--- src/common/arb_params.svh ---
`ifndef ARB_PARAMS_SVH
`define ARB_PARAMS_SVH

// ~~~~~~~~~~~~~~~~~~~~~~~~~~~~~~~~~~~~~~~~~~~~~~~~~~~~~~~~~~~~~~~~~~~~
// Request collector sizes
// ~~~~~~~~~~~~~~~~~~~~~~~~~~~~~~~~~~~~~~~~~~~~~~~~~~~~~~~~~~~~~~~~~~~~

// Bits in one client data word
`define ARB_DATA_W 8

// Output FIFO entries, keep a power of two
`define ARB_FIFO_DEPTH 4

// Pending set registers in the arbiter
// Four disjoint non-empty sets minus the granted one leave room for three
`define ARB_SETS 3

`endif
--- src/common/arb_pkg.sv ---
`include "arb_params.svh"

package arb_pkg;

	// ~~~~~~~~~~~~~~~~~~~~~~~~~~~~~~~~~~~~~~~~~~~~~~~~~~~~~~~~~~~~~~~~~~~~
	// Vector types
	// ~~~~~~~~~~~~~~~~~~~~~~~~~~~~~~~~~~~~~~~~~~~~~~~~~~~~~~~~~~~~~~~~~~~~

	typedef logic [3:0] req_vec_t;                    // One bit per client
	typedef logic [`ARB_DATA_W-1:0] data_t;           // Client data word
	typedef logic [1:0] tail_t;                       // Valid pending sets, 0 to 3
	typedef logic [$clog2(`ARB_FIFO_DEPTH+1)-1:0] fifo_cnt_t;

	// ~~~~~~~~~~~~~~~~~~~~~~~~~~~~~~~~~~~~~~~~~~~~~~~~~~~~~~~~~~~~~~~~~~~~
	// Arbiter state, derived from the tail count
	// ~~~~~~~~~~~~~~~~~~~~~~~~~~~~~~~~~~~~~~~~~~~~~~~~~~~~~~~~~~~~~~~~~~~~

	typedef enum logic {
		ARB_IDLE,    // No set pending
		ARB_QUEUED   // At least one set pending
	} arb_state_t;

endpackage

--- src/common/arb_if.sv ---
interface arb_if;

	arb_pkg::req_vec_t request;       // Client request levels
	arb_pkg::req_vec_t grant;         // One-hot grant pulse
	logic              grant_v;       // Grant valid, also the FIFO write
	logic              buffer_full;   // Back-pressure from the FIFO

	// ~~~~~~~~~~~~~~~~~~~~~~~~~~~~~~~~~~~~~~~~~~~~~~~~~~~~~~~~~~~~~~~~~~~~
	// Views of the two ends
	// ~~~~~~~~~~~~~~~~~~~~~~~~~~~~~~~~~~~~~~~~~~~~~~~~~~~~~~~~~~~~~~~~~~~~

	modport arbiter (
		input  request,
		input  buffer_full,
		output grant,
		output grant_v
	);

	modport buffer (
		input  grant,
		input  grant_v,
		output buffer_full
	);

endinterface

--- src/source/arb_collect_top.sv ---
module arb_collect_top (
	input  logic              clk,
	input  logic              rst_n_i,
	input  arb_pkg::req_vec_t request_i,
	input  arb_pkg::data_t    data0_i,
	input  arb_pkg::data_t    data1_i,
	input  arb_pkg::data_t    data2_i,
	input  arb_pkg::data_t    data3_i,
	input  logic              pop_i,
	output arb_pkg::req_vec_t grant_o,
	output logic              grant_v_o,
	output arb_pkg::data_t    out_data_o,
	output logic              out_valid_o
);

	// ~~~~~~~~~~~~~~~~~~~~~~~~~~~~~~~~~~~~~~~~~~~~~~~~~~~~~~~~~~~~~~~~~~~~
	// Arbiter to buffer link
	// ~~~~~~~~~~~~~~~~~~~~~~~~~~~~~~~~~~~~~~~~~~~~~~~~~~~~~~~~~~~~~~~~~~~~

	arb_if arb_bus ();

	assign arb_bus.request = request_i;
	assign grant_o         = arb_bus.grant;     // Doubles as the client acknowledge
	assign grant_v_o       = arb_bus.grant_v;

	// ~~~~~~~~~~~~~~~~~~~~~~~~~~~~~~~~~~~~~~~~~~~~~~~~~~~~~~~~~~~~~~~~~~~~
	// Blocks
	// ~~~~~~~~~~~~~~~~~~~~~~~~~~~~~~~~~~~~~~~~~~~~~~~~~~~~~~~~~~~~~~~~~~~~

	arbiter4 arbiter4_inst (
		.clk     (clk),
		.rst_n_i (rst_n_i),
		.arb     (arb_bus.arbiter)
	);

	out_buffer out_buffer_inst (
		.clk         (clk),
		.rst_n_i     (rst_n_i),
		.arb         (arb_bus.buffer),
		.data0_i     (data0_i),
		.data1_i     (data1_i),
		.data2_i     (data2_i),
		.data3_i     (data3_i),
		.pop_i       (pop_i),
		.out_data_o  (out_data_o),
		.out_valid_o (out_valid_o)
	);

endmodule

--- src/source/out_buffer.sv ---
`include "arb_params.svh"

module out_buffer (
	input  logic           clk,
	input  logic           rst_n_i,
	arb_if.buffer          arb,
	input  arb_pkg::data_t data0_i,
	input  arb_pkg::data_t data1_i,
	input  arb_pkg::data_t data2_i,
	input  arb_pkg::data_t data3_i,
	input  logic           pop_i,
	output arb_pkg::data_t out_data_o,
	output logic           out_valid_o
);

	localparam int PTR_W = $clog2(`ARB_FIFO_DEPTH);

	typedef logic [PTR_W-1:0] ptr_t;

	arb_pkg::data_t     mem [`ARB_FIFO_DEPTH];
	arb_pkg::data_t     wr_data;
	ptr_t               wr_ptr_q;
	ptr_t               rd_ptr_q;
	arb_pkg::fifo_cnt_t count_q;
	logic               wr_en;
	logic               rd_en;

	// ~~~~~~~~~~~~~~~~~~~~~~~~~~~~~~~~~~~~~~~~~~~~~~~~~~~~~~~~~~~~~~~~~~~~
	// Word select
	// ~~~~~~~~~~~~~~~~~~~~~~~~~~~~~~~~~~~~~~~~~~~~~~~~~~~~~~~~~~~~~~~~~~~~

	always_comb begin
		case (arb.grant)
			4'b0001: wr_data = data0_i;
			4'b0010: wr_data = data1_i;
			4'b0100: wr_data = data2_i;
			4'b1000: wr_data = data3_i;
			default: wr_data = '0;     // No grant this cycle
		endcase
	end

	assign wr_en = arb.grant_v;
	assign rd_en = pop_i && (count_q != '0);   // Pop on empty is dropped

	// ~~~~~~~~~~~~~~~~~~~~~~~~~~~~~~~~~~~~~~~~~~~~~~~~~~~~~~~~~~~~~~~~~~~~
	// FIFO storage and pointers
	// ~~~~~~~~~~~~~~~~~~~~~~~~~~~~~~~~~~~~~~~~~~~~~~~~~~~~~~~~~~~~~~~~~~~~

	always_ff @(posedge clk) begin
		if (wr_en) begin
			mem[wr_ptr_q] <= wr_data;
		end
	end

	always_ff @(posedge clk or negedge rst_n_i) begin
		if (!rst_n_i) begin
			wr_ptr_q <= '0;
			rd_ptr_q <= '0;
			count_q  <= '0;
		end else begin
			if (wr_en) begin
				wr_ptr_q <= wr_ptr_q + ptr_t'(1);   // Wraps at depth
			end
			if (rd_en) begin
				rd_ptr_q <= rd_ptr_q + ptr_t'(1);
			end

			if (wr_en && !rd_en) begin
				count_q <= count_q + 1'b1;
			end else if (rd_en && !wr_en) begin
				count_q <= count_q - 1'b1;
			end
		end
	end

	// Read side sees a word only after its write edge
	assign out_data_o  = mem[rd_ptr_q];
	assign out_valid_o = (count_q != '0);

	assign arb.buffer_full = (count_q == arb_pkg::fifo_cnt_t'(`ARB_FIFO_DEPTH));

	// ~~~~~~~~~~~~~~~~~~~~~~~~~~~~~~~~~~~~~~~~~~~~~~~~~~~~~~~~~~~~~~~~~~~~
	// Checks
	// ~~~~~~~~~~~~~~~~~~~~~~~~~~~~~~~~~~~~~~~~~~~~~~~~~~~~~~~~~~~~~~~~~~~~

	// The arbiter must honour back-pressure
	ap_no_write_full: assert property (@(posedge clk) disable iff (!rst_n_i)
		arb.buffer_full |-> !arb.grant_v)
		else $error("out_buffer: write while full");

endmodule

--- src/arbiter/arbiter4.sv ---
`include "arb_params.svh"

module arbiter4 (
	input  logic   clk,
	input  logic   rst_n_i,
	arb_if.arbiter arb
);

	arb_pkg::req_vec_t  sets_q [`ARB_SETS];   // Oldest set at index 0
	arb_pkg::req_vec_t  sets_n [`ARB_SETS];
	arb_pkg::tail_t     tail_q;
	arb_pkg::tail_t     tail_n;
	arb_pkg::arb_state_t state;

	arb_pkg::req_vec_t  pending;     // Union of all queued sets
	arb_pkg::req_vec_t  head;        // Set the grant is taken from
	arb_pkg::req_vec_t  grant_c;     // Lowest bit of head
	arb_pkg::req_vec_t  head_rest;   // Set 0 after the grant
	arb_pkg::req_vec_t  arrivals;    // Requests not yet queued
	logic               grant_v_c;
	logic               set_overflow;   // Arrivals with no free set register

	// ~~~~~~~~~~~~~~~~~~~~~~~~~~~~~~~~~~~~~~~~~~~~~~~~~~~~~~~~~~~~~~~~~~~~
	// Grant selection
	// ~~~~~~~~~~~~~~~~~~~~~~~~~~~~~~~~~~~~~~~~~~~~~~~~~~~~~~~~~~~~~~~~~~~~

	always_comb begin
		pending = '0;
		for (int i = 0; i < `ARB_SETS; i++) begin
			pending = pending | sets_q[i];
		end
	end

	assign state = (tail_q == '0) ? arb_pkg::ARB_IDLE : arb_pkg::ARB_QUEUED;

	// Idle means the incoming request is itself the working set
	assign head      = (state == arb_pkg::ARB_IDLE) ? arb.request : sets_q[0];
	assign grant_c   = head & (~head + 4'd1);    // Isolate lowest set bit
	assign grant_v_c = !arb.buffer_full && (head != '0);

	assign arb.grant_v = grant_v_c;
	assign arb.grant   = grant_v_c ? grant_c : '0;

	assign head_rest = sets_q[0] & ~grant_c;
	assign arrivals  = arb.request & ~pending & ~grant_c;

	// ~~~~~~~~~~~~~~~~~~~~~~~~~~~~~~~~~~~~~~~~~~~~~~~~~~~~~~~~~~~~~~~~~~~~
	// Set queue update
	// ~~~~~~~~~~~~~~~~~~~~~~~~~~~~~~~~~~~~~~~~~~~~~~~~~~~~~~~~~~~~~~~~~~~~

	always_comb begin
		sets_n = sets_q;
		tail_n = tail_q;
		set_overflow = 1'b0;

		if (grant_v_c) begin
			if (state == arb_pkg::ARB_QUEUED) begin
				if (head_rest == '0) begin
					// Oldest set is used up, move the rest forward
					for (int i = 0; i < `ARB_SETS - 1; i++) begin
						sets_n[i] = sets_q[i+1];
					end
					sets_n[`ARB_SETS-1] = '0;
					tail_n = tail_q - 2'd1;
				end else begin
					sets_n[0] = head_rest;
				end
			end

			// New arrivals go behind every older set
			if (arrivals != '0) begin
				if (tail_n < `ARB_SETS) begin
					sets_n[tail_n] = arrivals;
					tail_n = tail_n + 2'd1;
				end else begin
					set_overflow = 1'b1;
				end
			end
		end
	end

	always_ff @(posedge clk or negedge rst_n_i) begin
		if (!rst_n_i) begin
			tail_q <= '0;
			for (int i = 0; i < `ARB_SETS; i++) begin
				sets_q[i] <= '0;
			end
		end else begin
			tail_q <= tail_n;
			sets_q <= sets_n;     // Holds while the FIFO is full
		end
	end

	// ~~~~~~~~~~~~~~~~~~~~~~~~~~~~~~~~~~~~~~~~~~~~~~~~~~~~~~~~~~~~~~~~~~~~
	// Checks
	// ~~~~~~~~~~~~~~~~~~~~~~~~~~~~~~~~~~~~~~~~~~~~~~~~~~~~~~~~~~~~~~~~~~~~

	// Tail never needs a fourth set and agrees with what is queued
	ap_tail_range: assert property (@(posedge clk) disable iff (!rst_n_i)
		!set_overflow &&
		((state == arb_pkg::ARB_IDLE) == (pending == '0)))
		else $error("arbiter4: tail count out of step with pending sets");

	// One client at a time, and only one that is asking
	ap_grant_onehot: assert property (@(posedge clk) disable iff (!rst_n_i)
		arb.grant_v |-> ($onehot(arb.grant) && ((arb.grant & arb.request) == arb.grant)))
		else $error("arbiter4: grant not one-hot");

	// Whatever waits this cycle and is not granted is still queued next cycle
	ap_pending_kept: assert property (@(posedge clk) disable iff (!rst_n_i)
		((pending & ~arb.grant) != '0) |=>
		((pending & $past(pending & ~arb.grant)) == $past(pending & ~arb.grant)))
		else $error("arbiter4: pending request lost without a grant");

endmodule

--- config.mk ---
export PLATFORM = sky130hd
export DESIGN_NAME = arb_collect_top
export DESIGN_NICKNAME = d
export VERILOG_FILES = /design/src/common/arb_pkg.sv /design/src/common/arb_if.sv /design/src/source/arb_collect_top.sv /design/src/source/out_buffer.sv /design/src/arbiter/arbiter4.sv
export VERILOG_INCLUDE_DIRS = /design/src /design/src/common
export SDC_FILE = /design/constraint.sdc
export NUM_CORES = 1
export LEC_CHECK = 0
export ABC_AREA = 1
export ABC_CLOCK_PERIOD_IN_PS = 2350
export BUFFER_PORTS_ARGS = -buffer_cell sky130_fd_sc_hd__buf_2
export CORE_MARGIN = 4
export CORE_UTILIZATION = 51
export CTS_CLUSTER_DIAMETER = 120
export DETAILED_ROUTE_END_ITERATION = 8
export PLACE_DENSITY = 0.8
export SLEW_MARGIN = 20
export SYNTH_ARGS = -nofsm -noshare
export SYNTH_HDL_FRONTEND = slang
export SYNTH_SLANG_ARGS = --single-unit
--- constraint.sdc ---
create_clock -name clk -period 2.35 [get_ports clk]
set_input_delay 0.1175 -clock clk [delete_from_list [all_inputs] [get_ports clk]]
set_output_delay 0.1175 -clock clk [all_outputs]
set_load 0.01 [all_outputs]
==> results.tsv <==
stage	metric	value	unit
status	status	finished, final reports clean	
cells_and_area	Reg area	0.00149	mm²
timing	final worst setup slack	0.0722	ns
yosys	synth warn	0	
yosys	Yosys cell types	36	
grt	vias in the first global route	2554	
timing	Slew HR	66.0	%
timing	final period utilization	96.9	%
floorplanning	die area	0.00721	mm²
cells_and_area	share of layout cells above drive strength 1	30.3	%
worst_hold_path	WHS Endpoint	out_buffer_inst.rd_ptr_q[0]$_DFFE_PN0P_	
routing	via count	2663	
floorplanning	die width	84.9	µm
cells_and_area	multi-input logic area	0.00138	mm²
worst_setup_path	worst-path fanout max	6	
timing	worst-margin pin slew	0.509	ns
cells_and_area	fill cell count	447	
worst_hold_path	Hold Crit Depth	3	
yosys	syn_area_per_cell	8.77	µm²
routing	initial DRC count	163	
pwr	Int Pwr	3.38	mW
pwr	Pwr Density	1760	mW/mm²
clock_tree	clk_lat worst skew	0.30	ns
clock_tree	H-tree Lvls	2	
timing	Total Negative Setup Slacks	0	ns
pwr	Sw Pwr	3.04	mW
clock_tree	TritonCTS buffer count	5	
routing	DR pass1 iterations	5	
pwr	Sequential Power Share	29.4	%
cells_and_area	diode count	0	
cells_and_area	fin nets	458	
cells_and_area	relative area change from synthesis to final layout	21.1	%
routing	via/cell ratio	5.49	
timing	clk_skew	0.00396	ns
timing	Pins Over Slew Limit	0	
grt	antenna violations before repair	0	
worst_hold_path	worst hold path type	in -> reg	
routing	Antenna Nets Post-Route	0	
worst_setup_path	crit path kind	reg -> reg	
pwr	Pleak	1.65	nW
routing	WL final	7260	µm
clock_tree	CTS tree	yes	
pwr	Clk pwr share	8.1	%
pwr	Net Sw Frac	47.3	%
pwr	VDD IR max	0.00114	V
floorplanning	row count	27	
floorplanning	Starting Density	53.8	%
grt	global-route wire length before repair	12000	µm
yosys	Yosys reg bits	53	
worst_setup_path	R2R cell count	11	
pwr	Gate power share	62.5	%
clock_tree	CTS Sinks	53	
worst_setup_path	Worst EP required	2.55	ns
yosys	Syn Nets	390	
floorplanning	IO Pins	53	
worst_setup_path	startpoint types	flop	
flow_run	maxcap violations	0	
grt	gr ovfl total	0	
worst_setup_path	Worst R2R End	out_buffer_inst.count_q[1]$_DFFE_PN0P_	
clock_tree	clock slew at reported path FFs	0.10	ns
worst_hold_path	HP Start	pop_i	
place	worst slack, placed	0.0927	ns
timing	Fin. Hold Viols	0	
grt	largest net degree at the start of global routing	25	
place	hpwl dp	5110	µm
worst_setup_path	worst endpoint data arrival time	2.47	ns
timing	final setup fails	0	
place	Port Buf Inserts	52	
floorplanning	Vert. Die Dim	84.9	µm
grt	GRT Util Overall	20.5	%
routing	DRC	0	
routing	routed wire length per instance	15.0	µm
worst_setup_path	CP Capture Type	flop	
pwr	Power, Total	6.42	mW
clock_tree	clock buffer depth	2	
yosys	Synth Instances	344	
timing	Fmax achieved	439	MHz
timing	Tmin final	2.28	ns
place	GP Congestion	0.924	
yosys	synthesized area	0.00302	mm²
floorplanning	core area	0.00561	mm²
clock_tree	root buf cell	clkbuf_8	
worst_setup_path	Worst R2R Start	arbiter4_inst.tail_q[1]$_DFFE_PN0P_	
worst_setup_path	R2R Setup Slk	0.07	ns
yosys	Seq/Total Area, Yosys	49.3	%
## final cells by class
class                           instances  share of cell area, %
Sequential cell                        53                   40.7
Multi-Input combinational cell        238                   37.7
Timing Repair Buffer                   72                   12.1
Inverter                               42                   4.52
Tap cell                               72                   2.47
Clock buffer                            5                   1.88
Clock inverter                          3                  0.719
## per-stage QoR
stage	hold slack [ns]	cells	area, µm²	utilization (%)
after floorplan	-0.178	344	3070	-
after CTS	0.0662	478	3550	63.3
after global routing	0.114	485	3650	65.1
final	0.102	485	3650	65.1
after global placement	0.104	469	3440	61.3
after detailed placement	0.117	469	3440	61.3
## synth_stat cells (all sizes together)
cell | instances | area, µm²
nor2 | 38 | 163
mux2 | 1 | 11.3
clkbuf | 5 | 18.8
xnor2 | 1 | 8.76
clkinv | 1 | 3.75
nand3 | 32 | 195
inv | 41 | 159
fa | 1 | 20.0
a21oi | 5 | 43.8
a22oi | 9 | 67.6
a31oi | 1 | 6.26
o21bai | 3 | 22.5
o21ai | 30 | 150
xor2 | 3 | 26.3
nand3b | 1 | 7.51
or2 | 1 | 6.26
nor3 | 5 | 25.0
buf | 6 | 42.5
ha | 6 | 75.1
o22ai | 9 | 56.3
dfrtp | 21 | 526
edfxtp | 32 | 961
nand4 | 10 | 62.6
nand2 | 82 | 360
## layer usage
layer / share of wire (%) / vias up / routed length, µm / GRT usage (%)
li1: - / 1296 / - / -
met1: 40 / 1236 / 2870 / 25.7
met5: 0 / - / 0 / 0
met4: 2.0 / 0 / 148 / 7.77
met3: 8.7 / 13 / 631 / 4.37
met2: 50 / 118 / 3610 / 34.9
## state kept, by name, indices dropped and copies added (netlist names)
signal,flops
arbiter4_inst.sets_q,12
arbiter4_inst.tail_q,2
out_buffer_inst.count_q,3
out_buffer_inst.mem,32
out_buffer_inst.rd_ptr_q,2
out_buffer_inst.wr_ptr_q,2
## power by group through the flow
stage               clock, mW  sequential, mW  combinational [mW]
floorplan                   0            1.82                2.79
global placement            0            1.89                3.61
detailed placement          0            1.90                3.69
CTS                     0.539            1.88                3.71
global route            0.585            1.93                4.53
finish                  0.521            1.89                4.01
## placed cells by master, fill, tap and decap left out, drive strengths merged
cell type | Yosys | final
buf | 6 | 69
mux2 | 1 | 1
o21ai | 30 | 30
edfxtp | 32 | 32
o21bai | 3 | 3
clkbuf | 5 | 7
nand3 | 32 | 32
clkinv | 1 | 1
nor3 | 5 | 5
a22oi | 9 | 9
fa | 1 | 1
nand3b | 1 | 1
nand2 | 82 | 82
nor2 | 38 | 38
a31oi | 1 | 1
ha | 6 | 6
a21oi | 5 | 5
nand4 | 10 | 10
dfrtp | 21 | 21
xor2 | 3 | 3
clkinvlp | 0 | 2
dlygate4sd3 | 0 | 1
o22ai | 9 | 9
inv | 41 | 42
or2 | 1 | 1
xnor2 | 1 | 1
## worst max-delay path, stage by stage, from the launching register on
cell and delay [ns]:
dfrtp_1 0.42, inv_2 0.09, ha_4 0.19, inv_6 0.05, nand2_4 0.06, nand2_4 0.08
nor3_2 0.25, a21oi_4 0.11, ha_4 0.17, inv_2 0.06, fa_2 0.42, mux2_2 0.26
## worst max path at each step
stage          cells after the start                                endpoint                           startpoint
2_1_floorplan                     12  out_buffer_inst.count_q[1]$_DFFE_PN0P_  arbiter4_inst.tail_q[1]$_DFFE_PN0P_
3_3_place_gp                      11  out_buffer_inst.count_q[1]$_DFFE_PN0P_  arbiter4_inst.tail_q[1]$_DFFE_PN0P_
3_5_place_dp                      12     out_buffer_inst.mem[1][6]$_DFFE_PP_  arbiter4_inst.tail_q[0]$_DFFE_PN0P_
4_1_cts                           10                              grant_o[1]  arbiter4_inst.tail_q[0]$_DFFE_PN0P_
5_1_grt                           11  out_buffer_inst.count_q[1]$_DFFE_PN0P_  arbiter4_inst.tail_q[1]$_DFFE_PN0P_
6_report                          11  out_buffer_inst.count_q[1]$_DFFE_PN0P_  arbiter4_inst.tail_q[1]$_DFFE_PN0P_
## repair_timing
item	in CTS	in global routing
pin swaps	0	4
hold buffers	1	0
setup endpoints to repair	1	22
gates cloned	0	1
setup buffers	0	6
hold endpoints to repair	21	0
gates resized for setup	1	8
## cells by family after synthesis
family          count (synthesis)  share of synthesized area [%]
compound gates                 57                           11.5
xor+xnor                        4                           1.16
simple gates                  169                           27.2
fa+ha+maj                       7                           3.15
flops                          53                           49.3
mux                             1                          0.373
buf+inv                        53                           7.42
No activity file was read; power rests on OpenSTA's default activity.
